==> config.mk <==
export PLATFORM = sky130hd
export DESIGN_NAME = command_issue_top
export DESIGN_NICKNAME = d
export VERILOG_FILES = /design/src/source/capi_pkg.sv /design/src/source/cu_pkg.sv /design/src/source/command_buffer_if.sv /design/src/source/command_request_decode.sv /design/src/source/command_buffer_arbiter.sv /design/src/source/command_credit_tracker.sv /design/src/source/command_issue_top.sv
export SDC_FILE = /design/constraint.sdc
export NUM_CORES = 1
export LEC_CHECK = 0
export ABC_AREA = 1
export BUFFER_PORTS_ARGS = -buffer_cell sky130_fd_sc_hd__buf_2
export CAP_MARGIN = 20
export CORE_MARGIN = 2
export CORE_UTILIZATION = 60
export CTS_CLUSTER_SIZE = 40
export DETAILED_ROUTE_END_ITERATION = 16
export PLACE_DENSITY = 0.79
export SYNTH_ARGS = -nofsm -noshare
export SYNTH_HDL_FRONTEND = slang
export SYNTH_SLANG_ARGS = --single-unit
==> constraint.sdc <==
create_clock -name clock -period 23.1 [get_ports clock]
set_clock_uncertainty 0.2 [all_clocks]
set_input_delay 3.465 -clock clock [delete_from_list [all_inputs] [get_ports clock]]
set_output_delay 3.465 -clock clock [all_outputs]
set_load 0.01 [all_outputs]
==> src/source/capi_pkg.sv <==
`default_nettype none

package capi_pkg;

  ////////////////////////////////////////
  // bus field widths
  ////////////////////////////////////////

  parameter int ADDRESS_WIDTH = 64;  // effective address
  parameter int SIZE_WIDTH    = 12;  // transfer size in bytes
  parameter int CREDIT_WIDTH  = 8;

  ////////////////////////////////////////
  // bus command codes
  ////////////////////////////////////////

  // only the codes this compute unit raises
  typedef enum logic [12:0] {
    INVALID    = 13'h0000,
    RESTART    = 13'h0001,  // restart after a paged fault
    READ_CL_NA = 13'h0A00,  // read line, no allocate
    READ_CL_S  = 13'h0A50,  // read line, shared
    WRITE_NA   = 13'h0D00   // write, no allocate
  } capi_command_t;

  // credits granted by the bus to this unit
  typedef logic [CREDIT_WIDTH-1:0] credit_count_t;

endpackage

`default_nettype wire

==> src/source/cu_pkg.sv <==
`default_nettype none

package cu_pkg;

  import capi_pkg::*;

  ////////////////////////////////////////
  // command sources
  ////////////////////////////////////////

  parameter int NUM_SOURCES = 4;
  parameter int CU_ID_WIDTH = 8;

  // position in the request vector, 0 wins
  typedef enum logic [1:0] {
    SRC_RESTART = 2'd0,
    SRC_WED     = 2'd1,
    SRC_WRITE   = 2'd2,
    SRC_READ    = 2'd3
  } source_kind_t;

  typedef enum logic [2:0] {
    CMD_INVALID,
    CMD_RESTART,
    CMD_WED,
    CMD_WRITE,
    CMD_READ
  } cmd_type_t;

  // which graph array a command touches
  typedef enum logic [1:0] {
    STRUCT_INVALID,
    IN_DEGREE,
    OUT_DEGREE,
    INV_OUT_DEGREE
  } vertex_struct_t;

  ////////////////////////////////////////
  // command buffer line
  ////////////////////////////////////////

  typedef struct packed {
    logic                     valid;
    capi_command_t            command;
    logic [ADDRESS_WIDTH-1:0] address;
    logic [SIZE_WIDTH-1:0]    size;
    logic [CU_ID_WIDTH-1:0]   cu_id;
    cmd_type_t                cmd_type;
    vertex_struct_t           vertex_struct;
  } command_buffer_line_t;  // 103 bits

endpackage

`default_nettype wire

==> src/source/command_buffer_if.sv <==
`default_nettype none

interface command_buffer_if
  import cu_pkg::*;
();

  // one held line per source, indexed by source_kind_t
  command_buffer_line_t line [NUM_SOURCES];

  logic [NUM_SOURCES-1:0] requests;  // slot full
  logic [NUM_SOURCES-1:0] ready;     // one-hot take pulse

  ////////////////////////////////////////
  // views
  ////////////////////////////////////////

  // slot side
  modport decode (
    output line,
    output requests,
    input  ready
  );

  // selection side
  modport arbiter (
    input  line,
    input  requests,
    output ready
  );

endinterface

`default_nettype wire

==> src/source/command_request_decode.sv <==
`default_nettype none

module command_request_decode
  import capi_pkg::*;
  import cu_pkg::*;
(
  input  logic                     clock,
  input  logic                     rstn,
  input  logic                     req_valid,
  input  source_kind_t             req_kind,
  input  logic [CU_ID_WIDTH-1:0]   req_cu_id,
  input  logic [ADDRESS_WIDTH-1:0] req_address,
  input  logic [SIZE_WIDTH-1:0]    req_size,
  input  vertex_struct_t           req_vertex_struct,
  output logic [NUM_SOURCES-1:0]   slot_busy,
  command_buffer_if.decode         bus
);

  ////////////////////////////////////////
  // kind to command mapping
  ////////////////////////////////////////

  function automatic capi_command_t kind_command(input source_kind_t kind);
    case (kind)
      SRC_RESTART: return RESTART;
      SRC_WED:     return READ_CL_S;  // wed is read shared
      SRC_WRITE:   return WRITE_NA;
      default:     return READ_CL_NA;
    endcase
  endfunction

  function automatic cmd_type_t kind_type(input source_kind_t kind);
    case (kind)
      SRC_RESTART: return CMD_RESTART;
      SRC_WED:     return CMD_WED;
      SRC_WRITE:   return CMD_WRITE;
      default:     return CMD_READ;
    endcase
  endfunction

  command_buffer_line_t   new_line;
  command_buffer_line_t   slot_line [NUM_SOURCES];
  logic [NUM_SOURCES-1:0] slot_full;
  logic [NUM_SOURCES-1:0] kind_onehot;
  logic [NUM_SOURCES-1:0] load;

  always_comb begin
    new_line               = '0;
    new_line.valid         = 1'b1;
    new_line.command       = kind_command(req_kind);
    new_line.address       = req_address;
    new_line.size          = req_size;
    new_line.cu_id         = req_cu_id;
    new_line.cmd_type      = kind_type(req_kind);
    new_line.vertex_struct = req_vertex_struct;
  end

  ////////////////////////////////////////
  // one-deep slots
  ////////////////////////////////////////

  assign kind_onehot = NUM_SOURCES'(1) << req_kind;
  assign load        = {NUM_SOURCES{req_valid}} & kind_onehot & ~slot_full;  // full slot drops

  always_ff @(posedge clock or negedge rstn) begin
    if (!rstn) begin
      slot_full <= '0;
    end else begin
      slot_full <= (slot_full & ~bus.ready) | load;  // empties on its ready
    end
  end

  // held line per source
  always_ff @(posedge clock) begin
    for (int i = 0; i < NUM_SOURCES; i++) begin
      if (load[i]) begin
        slot_line[i] <= new_line;
      end
    end
  end

  always_comb begin
    for (int i = 0; i < NUM_SOURCES; i++) begin
      bus.line[i]       = slot_line[i];
      bus.line[i].valid = slot_full[i];
    end
  end

  assign bus.requests = slot_full;
  assign slot_busy    = slot_full;

endmodule

`default_nettype wire

==> src/source/command_buffer_arbiter.sv <==
`default_nettype none

module command_buffer_arbiter
  import capi_pkg::*;
  import cu_pkg::*;
#(
  parameter int NUM_REQUESTS = 4
) (
  input  logic                 clock,
  input  logic                 rstn,
  input  logic                 enabled,
  command_buffer_if.arbiter    bus,
  output command_buffer_line_t issued_line
);

  // what goes out when nothing is taken
  localparam command_buffer_line_t IDLE_LINE = '{
    valid:         1'b0,
    command:       INVALID,
    address:       '0,
    size:          '0,
    cu_id:         '0,
    cmd_type:      CMD_INVALID,
    vertex_struct: STRUCT_INVALID
  };

  logic [NUM_REQUESTS-1:0] requests;
  logic [NUM_REQUESTS-1:0] grant;
  command_buffer_line_t    winner_line;

  ////////////////////////////////////////
  // fixed priority, bit 0 first
  ////////////////////////////////////////

  assign requests = bus.requests;

  // isolate the lowest set request bit
  assign grant = requests & (~requests + 1'b1);

  // take only while a credit is there
  assign bus.ready = enabled ? grant : '0;

  // grant is one-hot so at most one line passes
  always_comb begin
    winner_line = IDLE_LINE;
    for (int i = 0; i < NUM_REQUESTS; i++) begin
      if (grant[i]) begin
        winner_line = bus.line[i];
      end
    end
  end

  ////////////////////////////////////////
  // registered issue line
  ////////////////////////////////////////

  always_ff @(posedge clock or negedge rstn) begin
    if (!rstn) begin
      issued_line <= IDLE_LINE;
    end else if (enabled && |grant) begin
      issued_line <= winner_line;  // valid the cycle after ready
    end else begin
      issued_line <= IDLE_LINE;    // disabled or idle
    end
  end

endmodule

`default_nettype wire

==> src/source/command_credit_tracker.sv <==
`default_nettype none

module command_credit_tracker
  import capi_pkg::*;
  import cu_pkg::*;
#(
  parameter int NUM_CREDITS = 16
) (
  input  logic                     clock,
  input  logic                     rstn,
  input  command_buffer_line_t     issued_line,
  input  logic                     response_valid,
  output logic                     enabled,
  output credit_count_t            credits,
  output logic                     command_valid,
  output capi_command_t            command_code,
  output logic [ADDRESS_WIDTH-1:0] command_address,
  output logic [SIZE_WIDTH-1:0]    command_size,
  output logic [CU_ID_WIDTH-1:0]   command_cu_id,
  output cmd_type_t                command_cmd_type,
  output vertex_struct_t           command_vertex_struct
);

  credit_count_t credits_left;  // after this cycle's issue

  ////////////////////////////////////////
  // credit count
  ////////////////////////////////////////

  assign credits_left = credits - credit_count_t'(issued_line.valid);

  always_ff @(posedge clock or negedge rstn) begin
    if (!rstn) begin
      credits <= credit_count_t'(NUM_CREDITS);
    end else begin
      credits <= credits_left + credit_count_t'(response_valid);  // response refunds one
    end
  end

  // the line in flight already holds a credit
  assign enabled = (credits_left != '0);

  ////////////////////////////////////////
  // bus command outputs
  ////////////////////////////////////////

  assign command_valid         = issued_line.valid;
  assign command_code          = issued_line.command;
  assign command_address       = issued_line.address;
  assign command_size          = issued_line.size;
  assign command_cu_id         = issued_line.cu_id;
  assign command_cmd_type      = issued_line.cmd_type;
  assign command_vertex_struct = issued_line.vertex_struct;

endmodule

`default_nettype wire

==> src/source/command_issue_top.sv <==
`default_nettype none

module command_issue_top
  import capi_pkg::*;
  import cu_pkg::*;
#(
  parameter int NUM_CREDITS = 16
) (
  input  logic                     clock,
  input  logic                     rstn,
  // request side
  input  logic                     req_valid,
  input  source_kind_t             req_kind,
  input  logic [CU_ID_WIDTH-1:0]   req_cu_id,
  input  logic [ADDRESS_WIDTH-1:0] req_address,
  input  logic [SIZE_WIDTH-1:0]    req_size,
  input  vertex_struct_t           req_vertex_struct,
  input  logic                     response_valid,  // one credit back
  output logic [NUM_SOURCES-1:0]   slot_busy,
  // bus command side
  output logic                     command_valid,
  output capi_command_t            command_code,
  output logic [ADDRESS_WIDTH-1:0] command_address,
  output logic [SIZE_WIDTH-1:0]    command_size,
  output logic [CU_ID_WIDTH-1:0]   command_cu_id,
  output cmd_type_t                command_cmd_type,
  output vertex_struct_t           command_vertex_struct,
  output credit_count_t            credits
);

  command_buffer_if     cmd_bus ();
  command_buffer_line_t issued_line;
  logic                 enabled;

  command_request_decode command_request_decode_i (
    .clock             (clock),
    .rstn              (rstn),
    .req_valid         (req_valid),
    .req_kind          (req_kind),
    .req_cu_id         (req_cu_id),
    .req_address       (req_address),
    .req_size          (req_size),
    .req_vertex_struct (req_vertex_struct),
    .slot_busy         (slot_busy),
    .bus               (cmd_bus.decode)
  );

  command_buffer_arbiter #(
    .NUM_REQUESTS (NUM_SOURCES)
  ) command_buffer_arbiter_i (
    .clock       (clock),
    .rstn        (rstn),
    .enabled     (enabled),
    .bus         (cmd_bus.arbiter),
    .issued_line (issued_line)
  );

  command_credit_tracker #(
    .NUM_CREDITS (NUM_CREDITS)
  ) command_credit_tracker_i (
    .clock                 (clock),
    .rstn                  (rstn),
    .issued_line           (issued_line),
    .response_valid        (response_valid),
    .enabled               (enabled),
    .credits               (credits),
    .command_valid         (command_valid),
    .command_code          (command_code),
    .command_address       (command_address),
    .command_size          (command_size),
    .command_cu_id         (command_cu_id),
    .command_cmd_type      (command_cmd_type),
    .command_vertex_struct (command_vertex_struct)
  );

endmodule

`default_nettype wire

Yosys cells after proc, flatten, opt, wreduce, memory -nomap -nowiden. Memory sizes are Yosys's and may differ from the RTL's. Cells that the tools add are included.

Register bits: 115. Memory bits (writable): 404. Bits of input ports: 92. Output and inout port bits: 115. Word-level logic and storage cells: 43. Memories: 1.

Memory list: command_request_decode_i.slot_line (depth 4, width 101, read ports 4, clocked after memory_dff 0, wr ports 4, line command_request_decode.sv:42) `command_buffer_line_t slot_line [NUM_SOURCES];`.

$add $sub $neg: 3. Eq/ne operators: 2. Shifts and indexed selects: 1. Multiplexer cells: 16. Bitwise operators: 7. Reductions and logical operators: 4.

Operators with widths (number): 103-bit 2-to-1 mux (5); 12-bit one-hot mux with 3 select lines (1); 4-bit AND (4); 3-bit one-hot mux with 3 select lines (1); 8-bit by 1-bit adder with 8-bit output (1); 1-bit 2-to-1 mux (8); 4-bit inverter (2); 8-bit nonzero test (1); 8-bit by 1-bit subtractor with 8-bit output (1); 4-bit by 1-bit adder with 4-bit output (second input constant) (1); 4-bit 2-to-1 mux (1); 4-bit OR (1); 4-bit OR reduction (1); 1-bit by 2-bit left shift with 4-bit output (first input constant) (1); 2-bit by 1-bit equality test with 1-bit output (second input constant) (1); 2-bit equality test (second input constant) (1); 2-bit zero test (1); 1-bit logical AND (1).

Longest topological paths before layout. Gate-level depths: netlist of run 1.

Depth after elaboration: 8. Depth in mapped cells: 14. Depth with buffers taken out: 12.

By module. A second synthesis of run 1 with hierarchy kept.

Cells, all modules: 1906. Area, all modules: 20967.6 µm².

Modules (own cells, without submodules): command_request_decode (instances 1, cells an instance 459, area each 11915.2 µm², seq. area each 11390.9 µm²); command_buffer_arbiter (instances 1, cells an instance 1271, area each 7704.9 µm², seq. area each 2577.5 µm²); command_credit_tracker (instances 1, cells an instance 176, area each 1347.5 µm², seq. area each 201.4 µm²).

Least setup slack after synthesis of run 1. OpenSTA, ideal clock, no wires.

Kind: input port to flip-flop. Start point: input req_kind[0]. End point: register command_request_decode_i.slot_full[0], in the netlist command_request_decode_i.bus.requests[0]. Library setup time: 115 ps. Arrival: 10798 ps. Data required time: 22785 ps. Slack: 11987 ps. Stages: 5. Path buffers: 0. Cells stage by stage: inv_1 -> ha_1 -> inv_1 -> nor3_1 -> o21bai_1.

Word-level cells in the longest chain between the ends: 4.

RTL lines: from (decl) (line command_issue_top.sv:13) `input source_kind_t req_kind,`; 1-bit by 2-bit left shift with 4-bit output (line command_request_decode.sv:62) `assign kind_onehot = NUM_SOURCES'(1) << req_kind;`; 4-bit AND (2 in series) (line command_request_decode.sv:63) `assign load = {NUM_SOURCES{req_valid}} & kind_onehot & ~slot_full;`; net command_request_decode_i.load[0] (line command_request_decode.sv:45) `logic [NUM_SOURCES-1:0] load;`; 4-bit OR (line command_request_decode.sv:69) `slot_full <= (slot_full & ~bus.ready) | load;`; to (signal assigned) (line command_request_decode.sv:69); to (decl) (line command_request_decode.sv:43) `logic [NUM_SOURCES-1:0] slot_full;`.

The timed path passes the listed nets, and every way through them passes these cells.

==> results.json, run 1 <==
{
  "synth_cell_types": 28,
  "reg2reg_depth": 9,
  "worst_slack_ps": 17610,
  "drt_iter0_drc": 804,
  "cts.sinks": 483,
  "syn_area_um2": 17160,
  "gp_congestion": 0.8214,
  "seqPwrFrac": 0.471,
  "max-clock-path-buffers": 3,
  "clock.fmax_mhz": 182.0,
  "core-area_um2": 27930,
  "first_pass_iters": 5,
  "synth-seq-cells": 483,
  "grt_pass1_wl_um": 53390,
  "layout_commonest_cell": "edfxtp_1",
  "fillCellCount": 1828,
  "place_ws_ps": 17110,
  "die_h_um": 173.1,
  "arrival_ps": 5450,
  "max_cap_violations": 0,
  "cts_tree": "done",
  "final_cell_mix": "376 x edfxtp_1, 203 x nand2_1, 199 x buf_2, 105 x dfrtp_1, 104 x nor2_1",
  "path_class": "in -> reg",
  "cp_slowest_cell": "buf_4",
  "status": "finished, final reports clean",
  "syn_area_per_cell_um2": 15.31,
  "p_comb_frac": 0.224,
  "path_cells": "buf_2 > inv_1 > ha_1 > inv_1 > nor3_2 > buf_4 > buf_4",
  "path_buf_inv": 5,
  "wirelength_um": 34120,
  "syn_inst": 1121,
  "startpoint_type": "input port",
  "grt_use_total": 0.2277,
  "grt_max_degree": 83,
  "vias": 9687,
  "start_util": 0.6142,
  "cts_hold_buf": 0,
  "die_area_um2": 29970,
  "regToRegSetupSlack_ps": 19550,
  "antenna_found_initial": 11,
  "drv_slew": 0,
  "critical-path-top-delay-family": "buffers and inverters",
  "final_net_count": 1430,
  "cpPeakStageDelay_ps": 770,
  "cp_max_fo": 56,
  "cts_resized": 0,
  "tightest_slew_ps": 1075,
  "power_density_nw_per_um2": 116.2,
  "crit_cells": 7,
  "hpwl_um": 18670,
  "ys.warnings.count": 0,
  "ys_seq_area_frac": 0.8142,
  "hold_class": "reg -> reg",
  "detail_route.wl_per_cell_um": 19.53,
  "max-slew-margin-rel": 0.2834,
  "path_clk_slew_ps": 60,
  "placed_area_um2": 18450,
  "pwr-share-clk": 0.305,
  "peakVddDrop_mv": 0.06094,
  "numPortBuffers": 200,
  "clk_latency_ps": 540,
  "total_leakage_power_nw": 7.906,
  "area_growth_pct": 16.22,
  "grt_pass1_vias": 10142,
  "fin_crit_sh": 0.2379,
  "rsz0062_at_grt": "no",
  "endpoint_kind": "register",
  "ant_nets": 0,
  "whs_endpoint": "command_buffer_arbiter_i.issued_line[51]$_DFF_PN0_",
  "stdcell_area_um2": 19940,
  "rows": 61,
  "final_util": 0.7138,
  "cts-root-buf": "clkbuf_16",
  "vias_per_cell": 5.545,
  "finalHoldViolCount": 0,
  "required_ps": 23050,
  "postCtsSetupBuffers": 0,
  "io_pins": 207,
  "min_from": "command_request_decode_i.slot_line[3][51]$_DFFE_PP_",
  "min_path_cells": 2,
  "route.detailed.drc": 0,
  "layout_min_cycle_time_ps": 5495,
  "hold_ws_ps": 297.3,
  "final_layout_size_suffix_gt1_frac": 0.2192,
  "finalSetupTns_ps": 0,
  "p_int_mw": 1.628,
  "r2r_start": "command_request_decode_i.bus.requests[0]$_DFF_PN0_",
  "r2r_end": "command_buffer_arbiter_i.issued_line[11]$_DFF_PN0_",
  "cts-buffers-inserted": 46,
  "cts_max_level": 2,
  "setup_viol": 0,
  "gr-total-overflow": 0,
  "fp.dieW_um": 173.1,
  "swShare": 0.2977,
  "p_switching_uw": 689.8
}
[routing by layer]
layer,global-route usage,vias up,routed length (um)
met2,0.3860,438,17110
li1,-,4449,-
met1,0.2926,4704,13270
met3,0.04859,84,2675
met5,0,-,75
met4,0.08545,12,995
[kinds of logic after synthesis]
logic type	after synthesis	synth area share
flip-flops	483	0.8142
AND/OR/NAND/NOR	340	0.07825
AO/OA/AOI/OAI	195	0.07059
buffers and inverters	85	0.02567
adder cells (fa/ha/maj)	11	0.008021
XOR/XNOR	6	0.003063
other	1	0.0002186
[worst max path at each step]
stage / startpoint / to / slack, ps
2_1_floorplan: req_kind[0] / command_request_decode_i.bus.requests[0]$_DFF_PN0_ / 11990
3_3_place_gp: req_kind[0] / command_request_decode_i.slot_line[2][26]$_DFFE_PP_ / 17120
3_5_place_dp: req_kind[0] / command_request_decode_i.slot_line[2][26]$_DFFE_PP_ / 17110
4_1_cts: req_kind[0] / command_request_decode_i.slot_line[2][47]$_DFFE_PP_ / 17640
5_1_grt: req_kind[0] / command_request_decode_i.slot_line[2][47]$_DFFE_PP_ / 17500
6_report: req_kind[0] / command_request_decode_i.slot_line[2][45]$_DFFE_PP_ / 17610
[cell type report]
cell class,count,area (um2),share of cell area
Sequential cell,483,13970,0.7008
Clock buffer,67,1354,0.06789
Multi-Input combinational cell,558,2809,0.1409
Inverter,22,82.58,0.004141
Timing Repair Buffer,216,1144,0.05735
Clock inverter,18,92.59,0.004643
Tap cell,378,473.0,0.02372
Antenna cell,5,12.51,0.0006275
[state kept, by name, indices dropped and copies added, names as in the netlist]
name	count
command_credit_tracker_i.credits	8
command_buffer_arbiter_i.issued_line	95
command_request_decode_i.slot_line	376
command_request_decode_i.bus.requests	4
[worst reg2reg max path, cell delays in order, from the launching register on]
cell and delay [ps]:
dfrtp_4 590, buf_4 500, inv_2 200, nand2_1 150, nor2_4 330, buf_4 840
nand2_1 150, nand3_1 130, o21ai_0 110, nor2_1 240
[synth_stat cells]
cell type    n  share of area
a21oi_1     94          0.027
a22oi_1     93          0.041
buf_2       19         0.0055
buf_4       14         0.0061
buf_6        6         0.0039
clkbuf_1    24         0.0053
conb_1       1        0.00022
dfrtp_1    106           0.15
dfstp_2      1         0.0015
edfxtp_1   376           0.66
ha_1        11         0.0080
inv_1       20         0.0044
inv_2        2        0.00044
nand2_1    203          0.044
nand2_2      1        0.00036
nand3_1     16         0.0047
nand3_2      1        0.00058
nand3b_1     1        0.00044
nand4_1      2        0.00073
nor2_1     107          0.023
nor2_2       4         0.0015
nor3_1       3        0.00087
nor3_4       1        0.00095
o21ai_0      7         0.0020
o21bai_1     1        0.00044
or2_2        1        0.00036
xnor2_1      4         0.0020
xor2_1       2         0.0010
[stage by stage]
| stage | std cells | power, mW |
|---|---|---|
| after floorplan | 1126 | 1.445 |
| after global placement | 1656 | 1.609 |
| after detailed placement | 1656 | 1.623 |
| after CTS | 1741 | 2.331 |
| after global routing | 1744 | 2.431 |
| final | 1747 | 2.317 |
[power by group through the flow]
| stage | Sequential [mW] | Clock (mW) | Combinational, mW |
|---|---|---|---|
| after floorplan | 1.15 | 0 | 0.299 |
| after global placement | 1.11 | 0 | 0.504 |
| after detailed placement | 1.11 | 0 | 0.515 |
| after CTS | 1.09 | 0.718 | 0.521 |
| after global routing | 1.10 | 0.752 | 0.577 |
| final | 1.09 | 0.707 | 0.519 |
Power figures use the tool's default switching activity.
==> inputs of run 2 (changes only) <==
Settings changed: CORE_UTILIZATION 60 to 52, PLACE_DENSITY 0.79 to 0.72.
Clock period 23.1 ns to 4.6 ns, I/O delays scaled along.
==> run 2 against run 1 <==
  * The run now ends with negative hold slack left
  * Design area grew 1.7%
  * Largest cell class unchanged
  * Flip-flop and latch count is the same
  * Setup slack lost 16000 ps
  * Clock power grew to 5.5 times the previous value
  * Via count shrank 0.84%
  * Clock-buffer cell count shrank 2
  * Cell count grew 4.0%
  * Register-to-register slack lost 18000 ps
  * Utilization shrank 9.1 points
==> results.json, run 2 (synthesis gave the netlist of run 1 again) <==
{
  "vias": 9606,
  "wirelength_um": 34280,
  "arrival_ps": 2930,
  "hpwl_um": 18860,
  "drv_slew": 0,
  "layout_commonest_cell": "edfxtp_1",
  "largest_reg_flops": 376,
  "p_total_mw": 11.97,
  "start_util": 0.5273,
  "required_ps": 4830,
  "gr-total-overflow": 0,
  "die_h_um": 185.6,
  "die_area_um2": 34460,
  "finalSetupTns_ps": 0,
  "area_growth_pct": 18.16,
  "final_cell_mix": "376 x edfxtp_1, 203 x nand2_1, 199 x buf_2, 105 x dfrtp_1, 104 x nor2_1",
  "drt_iter0_drc": 732,
  "final_net_count": 1433,
  "tightest_slew_ps": 1079,
  "layout_min_cycle_time_ps": 2699,
  "grt_pass1_vias": 9584,
  "seqPwrFrac": 0.459,
  "pwr-share-clk": 0.325,
  "rows": 66,
  "hold_ws_ps": -31.70,
  "p_comb_frac": 0.216,
  "postCtsSetupBuffers": 0,
  "cts-buffers-inserted": 48,
  "swShare": 0.2946,
  "cts_hold_buf": 0,
  "top_regs": "command_request_decode_i.slot_line: 376 flops, command_buffer_arbiter_i.issued_line: 95 flops, command_credit_tracker_i.credits: 8 flops",
  "max-slew-margin-rel": 0.2809,
  "status": "complete, but fails checks",
  "max-clock-path-buffers": 3,
  "cts.sinks": 483,
  "gp_congestion": 0.8201,
  "cts_tree": "done",
  "fp.dieW_um": 185.6,
  "violations": "negative hold slack",
  "largest-register": "command_request_decode_i.slot_line",
  "p_switching_mw": 3.525,
  "finalHoldViolCount": 26,
  "endpoint_kind": "register",
  "cts_resized": 0,
  "power_density_nw_per_um2": 590.3,
  "grt_max_degree": 96,
  "detail_route.wl_per_cell_um": 18.86,
  "clock.fmax_mhz": 370.5,
  "route.detailed.drc": 0,
  "ant_nets": 0,
  "placed_area_um2": 18620,
  "grt_use_total": 0.2016,
  "io_pins": 207,
  "antenna_found_initial": 11,
  "p_int_mw": 8.441,
  "total_leakage_power_nw": 8.001,
  "startpoint_type": "register",
  "final_layout_size_suffix_gt1_frac": 0.2257,
  "core-area_um2": 32540,
  "peakVddDrop_mv": 0.3380,
  "grt_pass1_wl_um": 52730,
  "cp_max_fo": 66,
  "first_pass_iters": 5,
  "cts_max_level": 2,
  "rsz0062_at_grt": "no",
  "numPortBuffers": 200,
  "fin_crit_sh": 0.5868,
  "path_clk_slew_ps": 60,
  "vias_per_cell": 5.287,
  "path_class": "reg -> reg",
  "setup_viol": 0,
  "stdcell_area_um2": 20270,
  "hold_class": "in -> async",
  "max_cap_violations": 0,
  "clk_latency_ps": 560,
  "cts-root-buf": "clkbuf_16"
}
-- run 2: cell count changes in the layout (fill, tap and decap cells not counted), moves of 3 or more --
cell | previous run | this run
bufinv_16 | 0 | 4
buf_4 | 16 | 12
buf_12 | 0 | 3
inv_6 | 3 | 0
clkinvlp_4 | 0 | 3
clkinv_1 | 7 | 4
-- run 2: final timing paths --
path                                                                     start                                             endpoint  slack (ps)  cells after the start
max                              command_credit_tracker_i.credits[0]$_DFF_PN0_   command_buffer_arbiter_i.issued_line[63]$_DFF_PN0_        1900                     13
min                                                                       rstn   command_buffer_arbiter_i.issued_line[23]$_DFF_PN0_         -30                      1
max reg2reg                      command_credit_tracker_i.credits[0]$_DFF_PN0_   command_buffer_arbiter_i.issued_line[63]$_DFF_PN0_        1900                     13
min reg2reg                command_request_decode_i.slot_line[3][15]$_DFFE_PP_   command_buffer_arbiter_i.issued_line[15]$_DFF_PN0_         290                      2
max in group asynchronous                                                 rstn   command_request_decode_i.bus.requests[0]$_DFF_PN0_        3150                      2
min in group clock                                              req_address[5]  command_request_decode_i.slot_line[2][30]$_DFFE_PP_         150                      1
-- run 2: worst max-delay path, cell delays in order (launching register included) --
cell and delay, ps:
dfrtp_1 370, inv_1 60, ha_1 230, ha_1 240
inv_1 50, nand2_1 50, nand2_1 100, nor2_1 100
nand3_1 70, nor2_1 170, nand3_2 140, nand2_4 310
buf_16 340, nor2_1 90
-- run 2: final cells by class --
class	instances	area, um2
flip-flops and latches	483	13970
fillers	2416	12260
multi-input cells	558	2821
clock buffers	65	1346
repair buffers	217	1212
well taps	442	553.0
clock inverters	24	269.0
inverters	22	82.58
diodes	6	15.01
-- run 2: metrics by stage --
| step | worst slack (ps) | utilization | instances | hold slack (ps) |
|---|---|---|---|---|
| floorplan | 459.9 | - | 1126 | 194.4 |
| global placement | 1741 | 0.5713 | 1720 | 272.2 |
| detailed placement | 1634 | 0.5721 | 1721 | 282.9 |
| CTS | 1592 | 0.6218 | 1810 | 12.48 |
| global route | 1633 | 0.6229 | 1814 | 34.33 |
| finish | 1901 | 0.6231 | 1817 | -31.70 |
-- run 2: power groups by stage --
stage	Clock (mW)	Combinational, mW	Sequential (mW)
floorplan	0	1.50	5.74
global placement	0	2.53	5.58
detailed placement	0	2.58	5.58
CTS	3.95	2.60	5.50
global route	4.13	2.91	5.55
finish	3.89	2.59	5.49
-- run 2: per-layer routing --
metal  GRT usage  vias to the layer above  part of all wire
met5           0                        -            0.0021
met4     0.07055                       12             0.029
met3     0.04852                       78             0.067
met2      0.3309                      285              0.48
met1      0.2659                     4775              0.42
li1            -                     4456                 -
==> inputs of run 3 (changes only) <==
Clock period 4.6 ns to 2.2 ns, I/O delays scaled along.
==> run 3 against run 2 <==
  * The run ends with negative setup slack left
  * Register-to-register slack got worse by 2000 ps
  * Via count increased by 7.5%
  * First-iteration DRC count increased by 2.7%
  * Sequential power increased by 110%
  * Sequential share of layout area decreased by 5.6 points
  * Routed wire length increased by 13%
  * Clock power increased by 100%
  * Largest cell class unchanged
  * Critical endpoint is now command_buffer_arbiter_i.issued_line[72]$_DFF_PN0_
  * Clock-buffer cell count increased by 2
  * Highest routed layer is now met4
  * Design area increased by 8.9%
  * Setup slack got worse by 2000 ps
  * Cell count increased by 7.0%
  * Worst hold slack improved by 160 ps
==> results.json, run 3 (synthesis gave the netlist of run 1 again) <==
{
  "rows": 66,
  "layout_min_cycle_time_ps": 2306,
  "fillCellCount": 2186,
  "grt_pass1_wl_um": 56640,
  "layout_commonest_cell": "edfxtp_1",
  "p_int_mw": 18.41,
  "cts_tree": "done",
  "peakVddDrop_mv": 0.8109,
  "stdcell_area_um2": 22070,
  "p_switching_mw": 7.966,
  "cts_max_level": 2,
  "arrival_ps": 2530,
  "cp_max_fo": 7,
  "wirelength_um": 38560,
  "core-area_um2": 32540,
  "clock.fmax_mhz": 433.6,
  "p_comb_frac": 0.267,
  "start_util": 0.5273,
  "vias_per_cell": 5.308,
  "antenna_found_initial": 2,
  "power_density_nw_per_um2": 1195,
  "path_class": "reg -> reg",
  "grt_pass1_vias": 10276,
  "top_regs": "command_request_decode_i.slot_line: 376 flops, command_buffer_arbiter_i.issued_line: 95 flops, command_credit_tracker_i.credits: 8 flops",
  "vias": 10324,
  "first_pass_iters": 5,
  "area_growth_pct": 28.63,
  "finalHoldViolCount": 0,
  "fp.dieW_um": 185.6,
  "grt_use_total": 0.2169,
  "cts-root-buf": "clkbuf_16",
  "hpwl_um": 20870,
  "die_h_um": 185.6,
  "gp_congestion": 0.8231,
  "worst_slack_ps": -106.5,
  "reg2reg_depth": 13,
  "largest_reg_flops": 376,
  "grt_max_degree": 64,
  "path_clk_slew_ps": 60,
  "die_area_um2": 34460,
  "numPortBuffers": 200,
  "final_util": 0.6783,
  "hold_class": "in -> async",
  "status": "complete, but fails checks",
  "r2r_start": "command_credit_tracker_i.credits[0]$_DFF_PN0_",
  "cts-buffers-inserted": 46,
  "seqPwrFrac": 0.438,
  "ant_nets": 0,
  "rsz0062_at_grt": "yes",
  "setup_viol": 70,
  "drt_iter0_drc": 752,
  "final_layout_size_suffix_gt1_frac": 0.2647,
  "p_total_mw": 26.37,
  "pwr-share-clk": 0.296,
  "drv_slew": 0,
  "final_net_count": 1566,
  "place_ws_ps": -14.58,
  "endpoint_kind": "register",
  "swShare": 0.3021,
  "route.detailed.drc": 0,
  "r2r_end": "command_buffer_arbiter_i.issued_line[72]$_DFF_PN0_",
  "io_pins": 207,
  "detail_route.wl_per_cell_um": 19.83,
  "violations": "negative setup slack",
  "largest-register": "command_request_decode_i.slot_line",
  "final_cell_mix": "376 x edfxtp_1, 199 x buf_2, 198 x nand2_1, 105 x dfrtp_1, 94 x a21oi_1",
  "fin_crit_sh": 1.048,
  "cts.sinks": 483,
  "max-slew-margin-rel": 0.6507,
  "clk_latency_ps": 540,
  "finalSetupTns_ps": -4814,
  "gr-total-overflow": 0,
  "max_cap_violations": 0,
  "startpoint_type": "register",
  "required_ps": 2430,
  "placed_area_um2": 19290,
  "max-clock-path-buffers": 3,
  "tightest_slew_ps": 522.4,
  "total_leakage_power_nw": 8.706,
  "regToRegSetupSlack_ps": -110
}
run 3: through the flow:
step,cells,hold slack [ps]
floorplan,1126,-165.6
global placement,1754,123.3
detailed placement,1754,129.9
CTS,1929,95.57
global route,1944,133.4
finish,1945,125.2
run 3: how the worst max path moves through the flow:
stage	slack, ps	start	endpoint
after floorplan	-1320	command_request_decode_i.bus.requests[0]$_DFF_PN0_	command_request_decode_i.slot_line[0][0]$_DFFE_PP_
after global placement	50	command_buffer_arbiter_i.issued_line[102]$_DFF_PN0_	command_buffer_arbiter_i.issued_line[68]$_DFF_PN0_
after detailed placement	-10	command_buffer_arbiter_i.issued_line[102]$_DFF_PN0_	command_buffer_arbiter_i.issued_line[68]$_DFF_PN0_
after CTS	-40	command_buffer_arbiter_i.issued_line[102]$_DFF_PN0_	command_buffer_arbiter_i.issued_line[15]$_DFF_PN0_
after global routing	-180	command_credit_tracker_i.credits[0]$_DFF_PN0_	command_buffer_arbiter_i.issued_line[72]$_DFF_PN0_
final	-110	command_credit_tracker_i.credits[0]$_DFF_PN0_	command_buffer_arbiter_i.issued_line[72]$_DFF_PN0_
run 3: cell type report:
type | instances | area [um2] | area share
well taps | 442 | 553.0 | 0.02506
clock buffers | 67 | 1320 | 0.05981
inverters | 22 | 117.6 | 0.005329
diodes | 3 | 7.507 | 0.0003402
repair buffers | 350 | 2868 | 0.1299
flip-flops and latches | 483 | 13970 | 0.6331
multi-input cells | 560 | 3035 | 0.1375
clock inverters | 18 | 195.2 | 0.008844
run 3: critical path, stage by stage, from the launching register on:
cell and delay (ps):
dfrtp_1 390, inv_2 70, ha_4 140, ha_4 150
inv_2 40, nand2_2 60, nand2_2 60, nor2_2 140
nand3_2 120, nor2_4 150, nand3_4 170, nand2_8 210
clkbuf_16 210, nor2_1 50
run 3: what timing repair did:
| item | CTS | global route |
|---|---|---|
| cloned | 1 | 9 |
| hold endpoints to repair | 452 | 0 |
| resized for setup | 3 | 40 |
| pin swaps | 2 | 7 |
| hold buffers | 89 | 0 |
| setup endpoints to repair | 76 | 93 |
| buffers inserted | 0 | 4 |
run 3: power by group through the flow:
| stage | Combinational [mW] | Clock [mW] | Sequential, mW |
|---|---|---|---|
| after floorplan | 3.16 | 0 | 12.0 |
| after global placement | 5.81 | 0 | 11.7 |
| after detailed placement | 5.95 | 0 | 11.7 |
| after CTS | 6.24 | 7.90 | 11.5 |
| after global routing | 7.70 | 8.32 | 11.6 |
| final | 7.04 | 7.80 | 11.5 |
run 3: per-layer routing:
metal / GRT usage / share of wire / vias to the layer above
li1: - / - / 4724
met1: 0.2800 / 0.40 / 5129
met2: 0.3813 / 0.52 / 415
met3: 0.03561 / 0.068 / 56
met4: 0.06299 / 0.019 / 0
met5: 0 / 0 / -
